`config.mk`:
```
export PLATFORM = sky130hd
export DESIGN_NAME = board_top
export DESIGN_NICKNAME = d
export VERILOG_FILES = /design/src/rtl/board_pkg.sv /design/src/rtl/board_top.sv /design/src/rtl/board_color.sv /design/src/rtl/board_led.sv /design/src/rtl/board_inputs.sv /design/src/rtl/board_dip.sv /design/src/rtl/board_reset.sv
export SDC_FILE = /design/constraint.sdc
export NUM_CORES = 1
export LEC_CHECK = 0
export BUFFER_PORTS_ARGS = -buffer_cell sky130_fd_sc_hd__buf_2
export CAP_MARGIN = 10
export CORE_MARGIN = 2
export CORE_UTILIZATION = 38
export DETAILED_ROUTE_END_ITERATION = 10
export PLACE_DENSITY = 0.77
export SLEW_MARGIN = 30
export SYNTH_ARGS = -nofsm -noshare
export SYNTH_HDL_FRONTEND = slang
export SYNTH_SLANG_ARGS = --single-unit
export TNS_END_PERCENT = 20
```
`constraint.sdc`:
```
create_clock -name clk_sys -period 1.5 [get_ports clk_sys]
set_input_delay 0.3 -clock clk_sys [delete_from_list [all_inputs] [get_ports clk_sys]]
set_output_delay 0.3 -clock clk_sys [all_outputs]
set_load 0.01 [all_outputs]
```
`src/rtl/board_pkg.sv`:
```
// Arcade board shared types and constants
`default_nettype none

package board_pkg;

    // One player's controls, directions in the low nibble
    typedef struct packed {
        logic [5:0] buttons;
        logic       up;
        logic       down;
        logic       left;
        logic       right;
    } joy_t;

    // Decoded DIP and OSD settings
    typedef struct packed {
        logic [1:0] rotate;
        logic [2:0] scanlines;
        logic       enable_fm;
        logic       enable_psg;
        logic       dip_pause;      // active low
        logic       dip_flip;
        logic [1:0] dip_fxlevel;
        logic       dip_test;       // active low
    } dip_cfg_t;

    typedef struct packed {
        logic [7:0] r;
        logic [7:0] g;
        logic [7:0] b;
    } rgb8_t;

    // Status word bit positions
    localparam int ST_SOFT_RST   = 0;
    localparam int ST_ROTATE_LSB = 1;
    localparam int ST_SCAN_LSB   = 3;
    localparam int ST_NO_FM      = 6;
    localparam int ST_NO_PSG     = 7;
    localparam int ST_OSD_PAUSE  = 8;
    localparam int ST_FLIP       = 9;
    localparam int ST_FX_LSB     = 10;
    localparam int ST_TEST       = 12;
    localparam int ST_AUTOFIRE   = 18;

    localparam int RST_CYCLES    = 16;
    localparam int BLINK_FRAMES  = 8;

endpackage

`default_nettype wire
```
`src/rtl/board_top.sv`:
```
// Arcade board wrapper top level
`timescale 1ns/1ps
`default_nettype none

module board_top #(
    parameter int COLORW                 = 4,
    parameter bit GAME_INPUTS_ACTIVE_LOW = 1'b1
) (
    input  logic                clk_sys,
    input  logic                arst_n,
    input  logic                pll_locked,
    input  logic                rst_req,
    input  logic                downloading,
    input  logic                osd_shown,
    input  logic [63:0]         status,
    input  logic [1:0]          game_led,
    input  logic                vs,
    input  logic                lhbl,
    input  logic                lvbl,
    input  logic                pxl_cen,
    input  logic [15:0]         board_joystick1,
    input  logic [15:0]         board_joystick2,
    input  logic [3:0]          board_coin,
    input  logic [3:0]          board_start,
    input  logic [COLORW-1:0]   game_r,
    input  logic [COLORW-1:0]   game_g,
    input  logic [COLORW-1:0]   game_b,
    output logic                rst,
    output logic                game_rst,
    output logic                led,
    output board_pkg::dip_cfg_t cfg,
    output board_pkg::joy_t     game_joystick1,
    output board_pkg::joy_t     game_joystick2,
    output logic [3:0]          game_coin,
    output logic [3:0]          game_start,
    output board_pkg::rgb8_t    video,
    output logic                video_de
);

    logic soft_rst;
    logic autofire_en;

    board_reset u_reset (
        .clk_sys     ( clk_sys     ),
        .arst_n      ( arst_n      ),
        .pll_locked  ( pll_locked  ),
        .rst_req     ( rst_req     ),
        .downloading ( downloading ),
        .soft_rst    ( soft_rst    ),
        .rst         ( rst         ),
        .game_rst    ( game_rst    )
    );

    board_dip u_dip (
        .clk_sys     ( clk_sys     ),
        .rst         ( rst         ),
        .status      ( status      ),
        .osd_shown   ( osd_shown   ),
        .cfg         ( cfg         ),
        .soft_rst    ( soft_rst    ),
        .autofire_en ( autofire_en )
    );

    board_inputs #(
        .GAME_INPUTS_ACTIVE_LOW ( GAME_INPUTS_ACTIVE_LOW )
    ) u_inputs (
        .clk_sys         ( clk_sys         ),
        .rst             ( rst             ),
        .vs              ( vs              ),
        .downloading     ( downloading     ),
        .autofire_en     ( autofire_en     ),
        .board_joystick1 ( board_joystick1 ),
        .board_joystick2 ( board_joystick2 ),
        .board_coin      ( board_coin      ),
        .board_start     ( board_start     ),
        .game_joystick1  ( game_joystick1  ),
        .game_joystick2  ( game_joystick2  ),
        .game_coin       ( game_coin       ),
        .game_start      ( game_start      )
    );

    board_led u_led (
        .clk_sys     ( clk_sys     ),
        .rst         ( rst         ),
        .lvbl        ( lvbl        ),
        .downloading ( downloading ),
        .osd_shown   ( osd_shown   ),
        .game_led    ( game_led    ),
        .led         ( led         )
    );

    board_color #(
        .COLORW ( COLORW )
    ) u_color (
        .clk_sys  ( clk_sys  ),
        .rst      ( rst      ),
        .pxl_cen  ( pxl_cen  ),
        .lhbl     ( lhbl     ),
        .lvbl     ( lvbl     ),
        .game_r   ( game_r   ),
        .game_g   ( game_g   ),
        .game_b   ( game_b   ),
        .video    ( video    ),
        .video_de ( video_de )
    );

endmodule

`default_nettype wire

```
`src/rtl/board_color.sv`:
```
// Game colour widening to 8-bit channels
`timescale 1ns/1ps
`default_nettype none

module board_color #(
    parameter int COLORW = 4
) (
    input  logic              clk_sys,
    input  logic              rst,
    input  logic              pxl_cen,
    input  logic              lhbl,
    input  logic              lvbl,
    input  logic [COLORW-1:0] game_r,
    input  logic [COLORW-1:0] game_g,
    input  logic [COLORW-1:0] game_b,
    output board_pkg::rgb8_t  video,
    output logic              video_de
);

    if (COLORW < 3 || COLORW > 8) begin : g_bad_colorw
        $error("COLORW must be between 3 and 8");
    end

    // Repeat the channel bits from the MSB down until 8 bits are filled
    function automatic logic [7:0] widen(input logic [COLORW-1:0] c);
        logic [7:0] w;
        for (int i = 0; i < 8; i++) begin
            w[7-i] = c[COLORW-1-(i % COLORW)];
        end
        return w;
    endfunction

    always_ff @(posedge clk_sys) begin
        if (pxl_cen) begin
            video.r <= widen(game_r);
            video.g <= widen(game_g);
            video.b <= widen(game_b);
        end
    end

    always_ff @(posedge clk_sys or posedge rst) begin
        if (rst) begin
            video_de <= 1'b0;
        end else if (pxl_cen) begin
            video_de <= lhbl & lvbl;
        end
    end

    a_pixel_rate : assert property (@(posedge clk_sys) disable iff (rst)
        $changed(video) |-> $past(pxl_cen));

endmodule

`default_nettype wire

```
`src/rtl/board_led.sv`:
```
// Status LED with download blinking
`timescale 1ns/1ps
`default_nettype none

module board_led (
    input  logic       clk_sys,
    input  logic       rst,
    input  logic       lvbl,
    input  logic       downloading,
    input  logic       osd_shown,
    input  logic [1:0] game_led,
    output logic       led
);

    localparam int CNTW = $clog2(board_pkg::BLINK_FRAMES);

    logic            lvbl_l;
    logic            blink;
    logic [CNTW-1:0] frame_cnt;

    always_ff @(posedge clk_sys or posedge rst) begin
        if (rst) begin
            lvbl_l    <= 1'b0;
            blink     <= 1'b0;
            frame_cnt <= '0;
            led       <= 1'b0;
        end else begin
            lvbl_l <= lvbl;
            if (!downloading) begin
                blink     <= 1'b0;
                frame_cnt <= '0;
            end else if (lvbl_l && !lvbl) begin
                // One count per start of vertical blank
                if (frame_cnt == CNTW'(board_pkg::BLINK_FRAMES - 1)) begin
                    frame_cnt <= '0;
                    blink     <= ~blink;
                end else begin
                    frame_cnt <= frame_cnt + 1'b1;
                end
            end
            led <= downloading ? blink : (osd_shown | game_led[0]);
        end
    end

endmodule

`default_nettype wire

```
`src/rtl/board_inputs.sv`:
```
// Frame-sampled game input conditioning
`timescale 1ns/1ps
`default_nettype none

module board_inputs #(
    parameter bit GAME_INPUTS_ACTIVE_LOW = 1'b1
) (
    input  logic            clk_sys,
    input  logic            rst,
    input  logic            vs,
    input  logic            downloading,
    input  logic            autofire_en,
    input  logic [15:0]     board_joystick1,
    input  logic [15:0]     board_joystick2,
    input  logic [3:0]      board_coin,
    input  logic [3:0]      board_start,
    output board_pkg::joy_t game_joystick1,
    output board_pkg::joy_t game_joystick2,
    output logic [3:0]      game_coin,
    output logic [3:0]      game_start
);

    // Idle level of every game input
    localparam logic [9:0] JOY_REL = {10{GAME_INPUTS_ACTIVE_LOW}};
    localparam logic [3:0] BTN_REL = {4{GAME_INPUTS_ACTIVE_LOW}};

    logic            vs_s;
    logic            vs_d;
    logic            vs_rise;
    logic            frame_tgl;
    board_pkg::joy_t p1_raw;

    assign vs_rise = vs_s & ~vs_d;

    always_ff @(posedge clk_sys or posedge rst) begin
        if (rst) begin
            vs_s      <= 1'b0;
            vs_d      <= 1'b0;
            frame_tgl <= 1'b0;
        end else begin
            vs_s <= vs;
            vs_d <= vs_s;
            if (vs_rise) begin
                frame_tgl <= ~frame_tgl;
            end
        end
    end

    // Autofire masks button 0 in frames that start with the toggle low
    always_comb begin
        p1_raw = board_pkg::joy_t'(board_joystick1[9:0]);
        if (autofire_en && frame_tgl) begin
            p1_raw.buttons[0] = 1'b0;
        end
    end

    always_ff @(posedge clk_sys or posedge rst) begin
        if (rst) begin
            game_joystick1 <= board_pkg::joy_t'(JOY_REL);
            game_joystick2 <= board_pkg::joy_t'(JOY_REL);
            game_coin      <= BTN_REL;
            game_start     <= BTN_REL;
        end else if (downloading) begin
            game_joystick1 <= board_pkg::joy_t'(JOY_REL);
            game_joystick2 <= board_pkg::joy_t'(JOY_REL);
            game_coin      <= BTN_REL;
            game_start     <= BTN_REL;
        end else if (vs_rise) begin
            game_joystick1 <= board_pkg::joy_t'(p1_raw ^ JOY_REL);
            game_joystick2 <= board_pkg::joy_t'(board_joystick2[9:0] ^ JOY_REL);
            game_coin      <= board_coin ^ BTN_REL;
            game_start     <= board_start ^ BTN_REL;
        end
    end

    a_hold_in_frame : assert property (@(posedge clk_sys) disable iff (rst)
        !$past(vs_rise) && !$past(downloading) |->
        $stable({game_joystick1, game_joystick2, game_coin, game_start}));

endmodule

`default_nettype wire

```
`src/rtl/board_dip.sv`:
```
// Status word decoding into DIP settings
`timescale 1ns/1ps
`default_nettype none

module board_dip (
    input  logic                clk_sys,
    input  logic                rst,
    input  logic [63:0]         status,
    input  logic                osd_shown,
    output board_pkg::dip_cfg_t cfg,
    output logic                soft_rst,
    output logic                autofire_en
);

    board_pkg::dip_cfg_t cfg_next;

    always_comb begin
        cfg_next.rotate      = status[board_pkg::ST_ROTATE_LSB +: 2];
        cfg_next.scanlines   = status[board_pkg::ST_SCAN_LSB +: 3];
        cfg_next.enable_fm   = ~status[board_pkg::ST_NO_FM];
        cfg_next.enable_psg  = ~status[board_pkg::ST_NO_PSG];
        // Pause only takes effect with the OSD open
        cfg_next.dip_pause   = ~(osd_shown & status[board_pkg::ST_OSD_PAUSE]);
        cfg_next.dip_flip    = status[board_pkg::ST_FLIP];
        cfg_next.dip_fxlevel = status[board_pkg::ST_FX_LSB +: 2];
        cfg_next.dip_test    = ~status[board_pkg::ST_TEST];
    end

    always_ff @(posedge clk_sys or posedge rst) begin
        if (rst) begin
            cfg         <= '0;
            soft_rst    <= 1'b0;
            autofire_en <= 1'b0;
        end else begin
            cfg         <= cfg_next;
            soft_rst    <= status[board_pkg::ST_SOFT_RST];
            autofire_en <= status[board_pkg::ST_AUTOFIRE];
        end
    end

endmodule

`default_nettype wire

```
`src/rtl/board_reset.sv`:
```
// System and game reset sequencer
`timescale 1ns/1ps
`default_nettype none

module board_reset (
    input  logic clk_sys,
    input  logic arst_n,
    input  logic pll_locked,
    input  logic rst_req,
    input  logic downloading,
    input  logic soft_rst,
    output logic rst,
    output logic game_rst
);

    localparam int CNTW = $clog2(board_pkg::RST_CYCLES);
    // The two sync flops and the first count edge take part of the budget
    localparam logic [CNTW-1:0] SYS_LOAD  = CNTW'(board_pkg::RST_CYCLES - 3);
    localparam logic [CNTW-1:0] GAME_LOAD = CNTW'(board_pkg::RST_CYCLES - 1);

    logic [1:0]      sync;
    logic [CNTW-1:0] sys_cnt;
    logic [CNTW-1:0] game_cnt;
    logic            game_hold;

    // Game reset rises in the same cycle as the system reset
    assign game_hold = rst | ~sync[1] | downloading | soft_rst;

    // PLL lock and reset request go through the same release chain
    always_ff @(posedge clk_sys or negedge arst_n) begin
        if (!arst_n) begin
            sync <= '0;
        end else begin
            sync <= {sync[0], pll_locked & ~rst_req};
        end
    end

    always_ff @(posedge clk_sys or negedge arst_n) begin
        if (!arst_n) begin
            sys_cnt <= SYS_LOAD;
            rst     <= 1'b1;
        end else if (!sync[1]) begin
            sys_cnt <= SYS_LOAD;
            rst     <= 1'b1;
        end else if (sys_cnt != '0) begin
            sys_cnt <= sys_cnt - 1'b1;
        end else begin
            rst <= 1'b0;
        end
    end

    always_ff @(posedge clk_sys or negedge arst_n) begin
        if (!arst_n) begin
            game_cnt <= GAME_LOAD;
            game_rst <= 1'b1;
        end else if (game_hold) begin
            game_cnt <= GAME_LOAD;
            game_rst <= 1'b1;
        end else if (game_cnt != '0) begin
            game_cnt <= game_cnt - 1'b1;
        end else begin
            game_rst <= 1'b0;
        end
    end

    // Game logic never runs while the system is held
    a_game_covers_sys : assert property (@(posedge clk_sys) rst |-> game_rst);

endmodule

`default_nettype wire

```
* Yosys cells after proc, flatten, opt, wreduce, memory -nomap -nowiden
Index checks and enable logic that the tools add are counted.
** Word-level totals
- Register bits :: 88
- Latch bits :: 0
- Bits in writable memories :: 0
- Bits in read-only memories :: 0
- Bits of input ports :: 128
- Output and inout port bits :: 68
- Word-level logic and storage cells :: 100
- Memories kept :: 0
** Operators by class
- Add/sub/neg operators :: 3
- Multiply operators :: 0
- Div/mod/pow operators :: 0
- $lt $le $gt $ge :: 0
- Equality and inequality tests :: 6
- Shift-type cells :: 0
- Multiplexer cells :: 24
- Bitwise logic cells :: 21
- Reductions and logical operators :: 8
** Operator list (number)
- 10-bit two-way mux :: 4
- 4-bit two-way mux :: 8
- 10-bit NOT :: 2
- 1-bit two-way mux :: 9
- 3-bit two-way mux :: 3
- 1-bit NOT :: 9
- 4-bit NOT :: 2
- 4-bit nonzero test :: 2
- 4-bit by 1-bit subtractor with 4-bit output (second input constant) :: 2
- 2-bit by 1-bit inequality test with 1-bit output (second input constant) :: 3
- 1-bit AND :: 4
- 2-bit inequality test (second input constant) :: 2
- 1-bit OR :: 4
- 2-bit nonzero test :: 2
- 3-bit by 1-bit adder with 3-bit output (second input constant) :: 1
- 3-bit == test (second input constant) :: 1
- 1-bit logical AND :: 2
- 2-bit AND reduction :: 1
- 1-bit logical NOT :: 1

* Depth between registers and ports, before layout
Gate-level depths: netlist of run 1.
- Word-level depth :: 5
- Gate-level depth with buffers :: 5
- Gate-level depth less buffers :: 5

* Hierarchy
From an unflattened synthesis of run 1, not the netlist that was laid out.
** Second synthesis, totals
- Cells, all modules :: 226
- Area, all modules :: 3099.2 sq um
** Modules (own cells, without submodules)
- board_inputs :: instances 1, cells an instance 104, area an instance 1397.6 sq um
- board_reset :: instances 1, cells an instance 49, area an instance 543.0 sq um
- board_color :: instances 1, cells an instance 29, area an instance 493.0 sq um
- board_dip :: instances 1, cells an instance 19, area an instance 369.1 sq um
- board_led :: instances 1, cells an instance 25, area an instance 296.5 sq um

* Worst setup path after synthesis of run 1
OpenSTA, ideal clock, no wires.
- Path kind :: register -> register
- Start :: register u_reset.sys_cnt[1]
- End :: register u_reset.sys_cnt[1]
- Setup time :: 0.120 ns
- Arrival :: 1.188 ns
- Data required time :: 1.380 ns
- Setup slack :: 0.192 ns
- Cell stages (with the launch flop) :: 5
- Buffers on the path :: 0
- Cell sequence :: dfrtp_1 > inv_1 > ha_1 > or3b_4 > o211a_1
** Between the ends
- Word-level cells in the longest chain between the ends :: 3
- Elaborated cells on any way between the ends :: 5
- Classes of those cells :: 1 x add/sub; 1 x eq/ne; 2 x mux; 1 x reduce/logical
** Ends and longest elaborated chain
- from (decl) :: line board_reset.sv:22 : logic [CNTW-1:0] sys_cnt;
- from (signal assigned) :: line board_reset.sv:46 : sys_cnt <= sys_cnt - 1'b1;
- 4-bit by 1-bit subtractor with 4-bit output :: line board_reset.sv:46
- 4-bit two-way mux :: line board_reset.sv:45 : end else if (sys_cnt != '0) begin
- 4-bit two-way mux :: line board_reset.sv:42 : end else if (!sync[1]) begin
Parallel ways exist; a longest one is shown, timed or not. The select of a mux whose other input is x is not followed.
A chain may end at the register's enable or synchronous reset.

* Final worst setup path of run 1
- Start :: register u_reset.rst
- End :: output port rst
** RTL lines
- from (decl) :: line board_reset.sv:12 : output logic rst,
- from (signal assigned) :: line board_reset.sv:41 : rst <= 1'b1;
- from (signal assigned) :: line board_reset.sv:44 : rst <= 1'b1;
- from (signal assigned) :: line board_reset.sv:48 : rst <= 1'b0;
- to (decl) :: line board_top.sv:28 : output logic rst,
No word-level cell between the ends.

==> summary.txt, run 1 <==
Run status
  – Status: finished, final reports clean

Floorplanning
  – DIE WIDTH: 92.0 um
  – Die Y: 92.0 um
  – Core area: 7610 um2
  – Row cnt: 32
  – Ports: 196
  – Initial Utilization: 38.7%
  – Die ar.: 8460 um2

Timing
  – Max_slew headroom: 71.6%
  – Highest clock rate: 711 MHz
  – Final hold violations: 0
  – Final worst path period need: 1410 ps
  – Min setup slack post-route: 94.3 ps
  – Worst Skew: 7.05 ps
  – Final setup fails: 0
  – TNS Setup: 0 ps
  – RSZ-0062 raised after global routing: no
  – Final period utilization: 93.7%
  – Final hold slack: 63.0 ps
  – Final Max Slew Viols: 0
  – Slew @ Worst Pin: 426 ps

Placement
  – Cell Count Post-Placement: 434
  – Area after DPL: 3630 um2
  – Worst slack, placed: 104 ps
  – GPL Wtd Cong: 0.658
  – HPWL after DPL: 4350 um
  – PortBufs: 132

Worst setup path
  – Slowest-stage cell, CP: dfstp_2
  – Crit-path cells: buf_2
  – Crit path kind: reg -> out
  – CP max stage delay: 610 ps
  – Arr. time, crit path: 1110 ps
  – Crit end category: output pin
  – WP data required: 1200 ps
  – Top delay family on crit path: flip-flops
  – Critical Path Fanout Max: 4
  – Worst setup SP type: flip-flop
  – Worst path bufs/invs: 1

Clock network
  – CTS tree: yes
  – Worst-Skew Late Latency: 330 ps
  – CTS Buffer Depth: 2
  – Post-CTS setup buffer count: 0
  – Clock root buffer: clkbuf_8
  – H-tree level count: 3
  – CTS sink cnt: 76
  – CTS clk-pin slew, worst paths: 70 ps
  – Num CTS Buffers: 9

Route
  – M1 WL: 2400 um
  – DRT Wirelength: 5930 um
  – Vias per cell: 4.53
  – Drt pass-1 iters: 4
  – Met3 routed WL: 545 um
  – Post-DR wirelength/cell: 13.2 um
  – Violation count after the first detailed-route iteration: 44
  – Post-DRT Antenna Nets: 0
  – DR vias: 2045
  – Routed met2 length: 2950 um
  – DRC errors left: 0
  – Top Layer Used: met4

Yosys
  – Synthesized area: 2940 um2
  – Synth unique cells: 29
  – Avg Cell Area, Syn: 13.6 um2
  – Synthesis-stage register bit count: 76
  – Seq/Total Area, Yosys: 68.3%
  – Post-Synthesis Cells: 217
  – Syn Nets: 349
  – Yosys warnings: 0

Pwr
  – PD cells: 1100 nW/um2
  – Leak: 1.84 nW
  – Maximum VDD drop: 459 uV

Final layout
  – Finished Layout Cells: 451
  – Syn-to-layout area delta: 29.9%
  – Final instance area: 3820 um2
  – N_diodes: 0
  – Fill cells: 721
  – Register area: 2010 um2
  – Final Net Count: 476
  – Share of layout cells above drive strength 1: 55.0%
  – Area of the multi-input gates: 729 um2

Job
  – Max-Cap Viols: 0

GRT
  – Initial antenna violation count: 0
  – Total GRT Usage: 14.6%
  – Grt total ovfl: 0
  – Vias in the first global route: 2094
  – First-pass GRT wire length: 9670 um
  – Pin count of the biggest net entering global routing: 35

Worst hold path
  – HP Class: in -> reg
## through the flow
step	utilization, %	power [mW]
detailed placement	47.8	2.81
global placement	47.8	2.79
floorplan	-	2.60
finish	50.2	4.22
CTS	50.2	4.29
global route	50.2	4.42
## where the power goes
part           switching (mW)  total [mW]  internal [mW]
clock network           0.690        1.46          0.767
registers              0.0623        2.32           2.26
logic                   0.221       0.443          0.221
## metal layers
layer	vias to the layer above	GRT usage, %
met1	973	17.0
met4	0	5.22
li1	978	-
met3	3	5.18
met2	91	25.0
met5	-	0
## Yosys cell counts (all sizes together)
cell | n | area, um2
dfrtp | 27 | 676
a21oi | 1 | 5.00
o211ai | 1 | 7.51
nor2b | 5 | 31.3
nor3 | 2 | 10.0
nor4b | 1 | 23.8
and2 | 1 | 6.26
dfstp | 37 | 972
or3b | 1 | 11.3
inv | 11 | 41.3
mux2i | 5 | 50.1
a211o | 28 | 245
o211a | 1 | 10.0
nand2b | 2 | 20.0
xnor2 | 4 | 35.0
nand3b | 2 | 15.0
nor3b | 1 | 12.5
buf | 20 | 155
nand3 | 2 | 10.0
nor2 | 31 | 116
clkbuf | 2 | 7.51
a31o | 1 | 8.76
o21ai | 4 | 20.0
nand2 | 11 | 41.3
edfxtp | 12 | 360
ha | 4 | 50.1
## path summary, 6_finish.rpt
| kind | from | end | slack (ps) | cells past startpoint |
|---|---|---|---|---|
| max | u_reset.rst | rst | 90 | 1 |
| min | status[0] | u_dip.soft_rst | 60 | 1 |
| max reg2reg | u_reset.sys_cnt[1] | u_reset.sys_cnt[1] | 110 | 4 |
| min reg2reg | u_reset.rst | u_dip.cfg[4] | 350 | 2 |
| max in group asynchronous | u_reset.rst | u_inputs.game_coin[3] | 720 | 2 |
| min in group asynchronous | u_reset.rst | u_dip.cfg[4] | 350 | 2 |
## registers in the layout (all words and copies together) (netlist names), 2 cells and up
| register | flops |
|---|---|
| u_color.video | 12 |
| u_dip.cfg | 12 |
| u_inputs.game_joystick1 | 10 |
| u_inputs.game_joystick2 | 10 |
| u_inputs.game_coin | 4 |
| u_inputs.game_start | 4 |
| u_reset.game_cnt | 4 |
| u_reset.sys_cnt | 4 |
| u_led.frame_cnt | 3 |
| u_reset.sync | 2 |
## cell families (layout without fill, tap and decap cells)
family / count (synthesis) / in the layout / share of synthesized area [%]
DFF: 76 / 76 / 68.3
and+or+nand+nor: 59 / 59 / 10.1
AOI/OAI and AO/OA: 36 / 36 / 10.1
buffers and inverters: 33 / 165 / 6.93
muxes: 5 / 5 / 1.70
adders and majority gates: 4 / 4 / 1.70
xor gates and xnor gates: 4 / 4 / 1.19
## area by class of cell
class / count / area share [%]
clock inverters: 3 / 1.05
multi-input cells: 108 / 19.1
repair buffers: 138 / 19.2
well taps: 102 / 3.34
inverters: 11 / 1.18
clock buffers: 13 / 3.63
flip-flops and latches: 76 / 52.5
## cells in the final DEF (no fill, tap or decap), types with 3 or more instances in the layout
| cell type | n |
|---|---|
| inv_1 | 10 |
| ha_1 | 4 |
| buf_4 | 3 |
| buf_2 | 132 |
| clkbuf_8 | 9 |
| nor2_1 | 31 |
| edfxtp_1 | 12 |
| dfrtp_1 | 27 |
| mux2i_1 | 5 |
| nand2_1 | 11 |
| xnor2_1 | 4 |
| dfstp_2 | 37 |
| nor2b_1 | 5 |
| clkbuf_1 | 4 |
| a211o_1 | 28 |
| o21ai_0 | 4 |
## timing repair
action | CTS | global route
gates resized for setup | 0 | 0
endpoints found under the hold margin | 3 | 0
setup endpoints to repair | 0 | 0
hold buffers | 1 | 0
Note: power is estimated with default switching activity, not from simulation.
==> run 2: changes to the inputs <==
CTS_BUF_LIST = sky130_fd_sc_hd__clkbuf_16   (was not set)
==> summary.txt, run 2 (synthesis gave the netlist of run 1 again) <==
Placement
  – GPL Wtd Cong: 0.658
  – PortBufs: 132
  – HPWL after DPL: 4350 um

Timing
  – Slew @ Worst Pin: 430 ps
  – Final worst path period need: 1410 ps
  – Highest clock rate: 708 MHz
  – TNS Setup: 0 ps
  – Max_slew headroom: 71.3%
  – Worst Skew: 4.39 ps
  – Final setup fails: 0
  – RSZ-0062 raised after global routing: no
  – Final period utilization: 94.1%
  – Final hold violations: 0
  – Final Max Slew Viols: 0

Pwr
  – Comb pwr share: 9.3%
  – Psw: 1.04 mW
  – Net switching fraction of the power: 21.8%
  – Internal power: 3.74 mW
  – Clock share of power: 42.1%
  – Maximum VDD drop: 519 uV
  – Leak: 1.90 nW
  – Register share of total power: 48.6%
  – PD cells: 1220 nW/um2

Route
  – Violation count after the first detailed-route iteration: 51
  – Drt pass-1 iters: 4
  – DRC errors left: 0
  – DR vias: 2060
  – Vias per cell: 4.57
  – DRT Wirelength: 5970 um
  – Post-DR wirelength/cell: 13.2 um
  – Post-DRT Antenna Nets: 0

Final layout
  – Fill cells: 709
  – N_diodes: 0
  – Register area: 2010 um2
  – Area of the multi-input gates: 729 um2
  – Largest regs: u_color.video x12, u_dip.cfg x12
  – Commonest non-fill, non-tap cell in the layout: buf_2
  – Most frequent cells in the layout: buf_2 (132), dfstp_2 (37), nor2_1 (31)
  – Syn-to-layout area delta: 33.4%
  – Final Net Count: 476
  – Share of layout cells above drive strength 1: 55.0%
  – Core Util, Final: 51.6%

Worst setup path
  – WP data required: 1710 ps
  – Worst setup SP type: flip-flop
  – Reg2reg setup slack: 90 ps
  – Crit path kind: reg -> reg
  – Reg-to-Reg Start: u_reset.sys_cnt[1]
  – Critical Path Fanout Max: 4
  – R2r endpoint: u_reset.sys_cnt[1]
  – Crit end category: flip-flop
  – Arr. time, crit path: 1620 ps
  – Worst Reg-to-Reg Cells: 4

Clock network
  – H-tree level count: 3
  – Post-CTS resize count: 0
  – CTS hold repair buffers: 1
  – Num CTS Buffers: 9
  – CTS sink cnt: 76
  – CTS clk-pin slew, worst paths: 60 ps
  – Clock root buffer: clkbuf_16
  – CTS Buffer Depth: 2
  – Post-CTS setup buffer count: 0
  – Worst-Skew Late Latency: 320 ps
  – CTS tree: yes

Worst hold path
  – HP Class: in -> reg
  – WHS Path Cells: 1
  – Hold Path End: u_dip.cfg[7]
  – Hold Crit Start: status[3]

GRT
  – Vias in the first global route: 2105
  – First-pass GRT wire length: 9780 um
  – Pin count of the biggest net entering global routing: 35
  – Initial antenna violation count: 0
  – Total GRT Usage: 14.8%
  – Grt total ovfl: 0

Floorplanning
  – Initial Utilization: 38.7%
  – DIE WIDTH: 92.0 um
  – Row cnt: 32
  – Core area: 7610 um2
  – Die ar.: 8460 um2
  – Die Y: 92.0 um
  – Ports: 196

Run status
  – Status: finished, final reports clean

Job
  – Max-Cap Viols: 0
[run 2: changes by cell type in the layout (fill, tap and decap cells not counted)]
cell / change
clkbuf_16: +9
clkbuf_1: -4
inv_1: +4
clkbuf_8: -9
[run 2: how the worst max path moves through the flow]
stage | startpoint | to | slack, ps
floorplan | u_reset.sys_cnt[1] | u_reset.sys_cnt[1] | 190
global placement | u_reset.sys_cnt[1] | u_reset.sys_cnt[1] | 150
detailed placement | u_reset.sys_cnt[1] | u_reset.sys_cnt[1] | 100
CTS | u_reset.sys_cnt[1] | u_reset.sys_cnt[1] | 70
global route | u_reset.sys_cnt[1] | u_reset.sys_cnt[1] | 20
finish | u_reset.sys_cnt[1] | u_reset.sys_cnt[1] | 90
[run 2: critical path, stage by stage, from the launching register on]
cell,delay [ps]
dfrtp_1,390
inv_1,70
ha_1,210
or3b_4,420
o211a_1,210
[run 2: metal layers]
metal / vias to the layer above / track usage [%] / share of wire, %
met4: 0 / 4.10 / 0.89
met1: 980 / 17.2 / 40
met3: 9 / 5.92 / 9.1
met5: - / 0 / 0
li1: 979 / - / -
met2: 92 / 25.4 / 50
[run 2: per-stage QoR]
| step | cell area [um2] | hold slack, ps | std cells | power (mW) | setup WS [ps] |
|---|---|---|---|---|---|
| final | 3920 | 81.1 | 451 | 4.78 | 88.2 |
| after global routing | 3920 | 66.0 | 451 | 5.00 | 23.4 |
| after CTS | 3920 | 67.4 | 451 | 4.86 | 72.6 |
| after detailed placement | 3630 | 190 | 434 | 2.81 | 104 |
| after global placement | 3630 | 182 | 434 | 2.79 | 153 |
| after floorplan | 2950 | 4.41 | 217 | 2.60 | 192 |
[run 2: power by group through the flow]
| stage | combinational (mW) | sequential (mW) | clock, mW |
|---|---|---|---|
| after floorplan | 0.193 | 2.41 | 0 |
| after global placement | 0.435 | 2.35 | 0 |
| after detailed placement | 0.450 | 2.36 | 0 |
| after CTS | 0.454 | 2.33 | 2.08 |
| after global routing | 0.489 | 2.34 | 2.17 |
| final | 0.444 | 2.32 | 2.01 |
[run 2: layout make-up]
class	instances	area share [%]
inverters	11	1.15
well taps	102	3.25
multi-input cells	108	18.6
clock inverters	7	1.40
clock buffers	9	5.74
flip-flops and latches	76	51.2
repair buffers	138	18.7
==> run 3: changes to the inputs <==
CORE_MARGIN = not set   (was 2)
PLACE_DENSITY = 0.75   (was 0.77)
==> summary.txt, run 3 (synthesis gave the netlist of run 1 again) <==
Job
  – Max-Cap Viols: 0

Worst setup path
  – Worst setup SP type: flip-flop
  – Critical Path Fanout Max: 4
  – Crit path kind: reg -> reg
  – Worst Reg-to-Reg Cells: 4
  – Arr. time, crit path: 1600 ps
  – WP data required: 1710 ps
  – R2r endpoint: u_reset.sys_cnt[1]
  – Worst Setup SP: u_reset.sys_cnt[1]
  – Reg-to-Reg Start: u_reset.sys_cnt[1]
  – Crit end category: flip-flop
  – Reg2reg setup slack: 120 ps
  – End of the critical path: u_reset.sys_cnt[1]

Floorplanning
  – Core area: 7370 um2
  – Initial Utilization: 39.9%
  – DIE WIDTH: 90.0 um
  – Die Y: 90.0 um
  – Die ar.: 8100 um2
  – Ports: 196
  – Row cnt: 31

Timing
  – Max_slew headroom: 72.2%
  – TNS Setup: 0 ps
  – RSZ-0062 raised after global routing: no
  – Final period utilization: 92.3%
  – Worst Skew: 4.52 ps
  – Highest clock rate: 723 MHz
  – Slew @ Worst Pin: 417 ps
  – Final Max Slew Viols: 0
  – Final hold violations: 0
  – Final setup fails: 0
  – Final worst path period need: 1380 ps

Route
  – Post-DR wirelength/cell: 12.9 um
  – DRT Wirelength: 5780 um
  – Violation count after the first detailed-route iteration: 62
  – Drt pass-1 iters: 4
  – DRC errors left: 0
  – Post-DRT Antenna Nets: 0
  – DR vias: 2051
  – Vias per cell: 4.58

Clock network
  – H-tree level count: 3
  – CTS sink cnt: 76
  – CTS tree: yes
  – CTS Buffer Depth: 2
  – Worst-Skew Late Latency: 320 ps
  – Clock root buffer: clkbuf_16
  – CTS clk-pin slew, worst paths: 60 ps
  – Post-CTS resize count: 0
  – Num CTS Buffers: 9

Final layout
  – Largest regs: u_color.video x12, u_dip.cfg x12
  – Register area: 2010 um2
  – Commonest non-fill, non-tap cell in the layout: buf_2
  – Final instance area: 3980 um2
  – Most frequent cells in the layout: buf_2 (132), dfstp_2 (37), nor2_1 (31)
  – Share of layout cells above drive strength 1: 55.9%
  – Area of the multi-input gates: 729 um2
  – N_diodes: 0
  – Final Net Count: 476
  – Core Util, Final: 54.0%
  – Fill cells: 658
  – Syn-to-layout area delta: 35.3%

Pwr
  – Maximum VDD drop: 592 uV
  – Total power: 5.18 mW
  – Leak: 1.92 nW
  – Psw: 1.08 mW
  – Comb pwr share: 8.4%
  – Internal power: 4.10 mW
  – Net switching fraction of the power: 20.8%
  – Register share of total power: 44.9%
  – Clock share of power: 46.7%
  – PD cells: 1300 nW/um2

Placement
  – Area after DPL: 3630 um2
  – GPL Wtd Cong: 0.649
  – HPWL after DPL: 4130 um
  – PortBufs: 132

Run status
  – Status: finished, final reports clean

GRT
  – Total GRT Usage: 15.5%
  – Vias in the first global route: 2148
  – Initial antenna violation count: 0
  – Pin count of the biggest net entering global routing: 35
  – First-pass GRT wire length: 9960 um
  – Grt total ovfl: 0

Worst hold path
  – HP Class: in -> reg
run 3: metal layers:
layer,GRT usage (%),part of all wire [%],vias to the layer above
met5,0,0,-
met4,6.05,0.80,0
met3,5.25,7.8,5
met2,26.2,50,87
met1,18.3,42,979
li1,-,-,980
run 3: critical path, stage by stage, from the launching register on:
cell,delay (ps)
dfrtp_1,390
inv_1,60
ha_1,180
or3b_4,420
o211a_1,220
run 3: power groups by stage:
stage	Sequential [mW]	Combinational (mW)	Clock [mW]
global placement	2.35	0.434	0
global route	2.34	0.484	2.56
detailed placement	2.36	0.445	0
finish	2.32	0.437	2.42
floorplan	2.41	0.193	0
CTS	2.33	0.446	2.50
run 3: timing repair:
action | CTS | global route
hold endpoints to repair | 3 | 0
setup buffers | 0 | 0
hold buffers | 1 | 0
run 3: how the worst min path moves through the flow:
stage | start | endpoint | cells past startpoint
after global placement | arst_n | u_reset.sync[1] | 1
after CTS | status[5] | u_dip.cfg[9] | 1
after detailed placement | arst_n | u_reset.sync[0] | 1
after global routing | vs | u_inputs.vs_s | 1
final | status[5] | u_dip.cfg[9] | 1
after floorplan | arst_n | u_reset.sync[0] | 0
run 3: area by class of cell:
type | count | area share [%]
Multi-Input combinational cell | 108 | 18.3
Inverter | 11 | 1.13
Tap cell | 99 | 3.11
Sequential cell | 76 | 50.4
Clock inverter | 7 | 2.92
Timing Repair Buffer | 138 | 18.4
Clock buffer | 9 | 5.66
run 3: stage by stage:
| step | hold WS, ps | setup slack [ps] | instances |
|---|---|---|---|
| after floorplan | 4.41 | 192 | 217 |
| after global placement | 178 | 154 | 431 |
| after detailed placement | 186 | 116 | 431 |
| after CTS | 67.9 | 99.3 | 448 |
| after global routing | 68.1 | 24.9 | 448 |
| final | 81.4 | 116 | 448 |
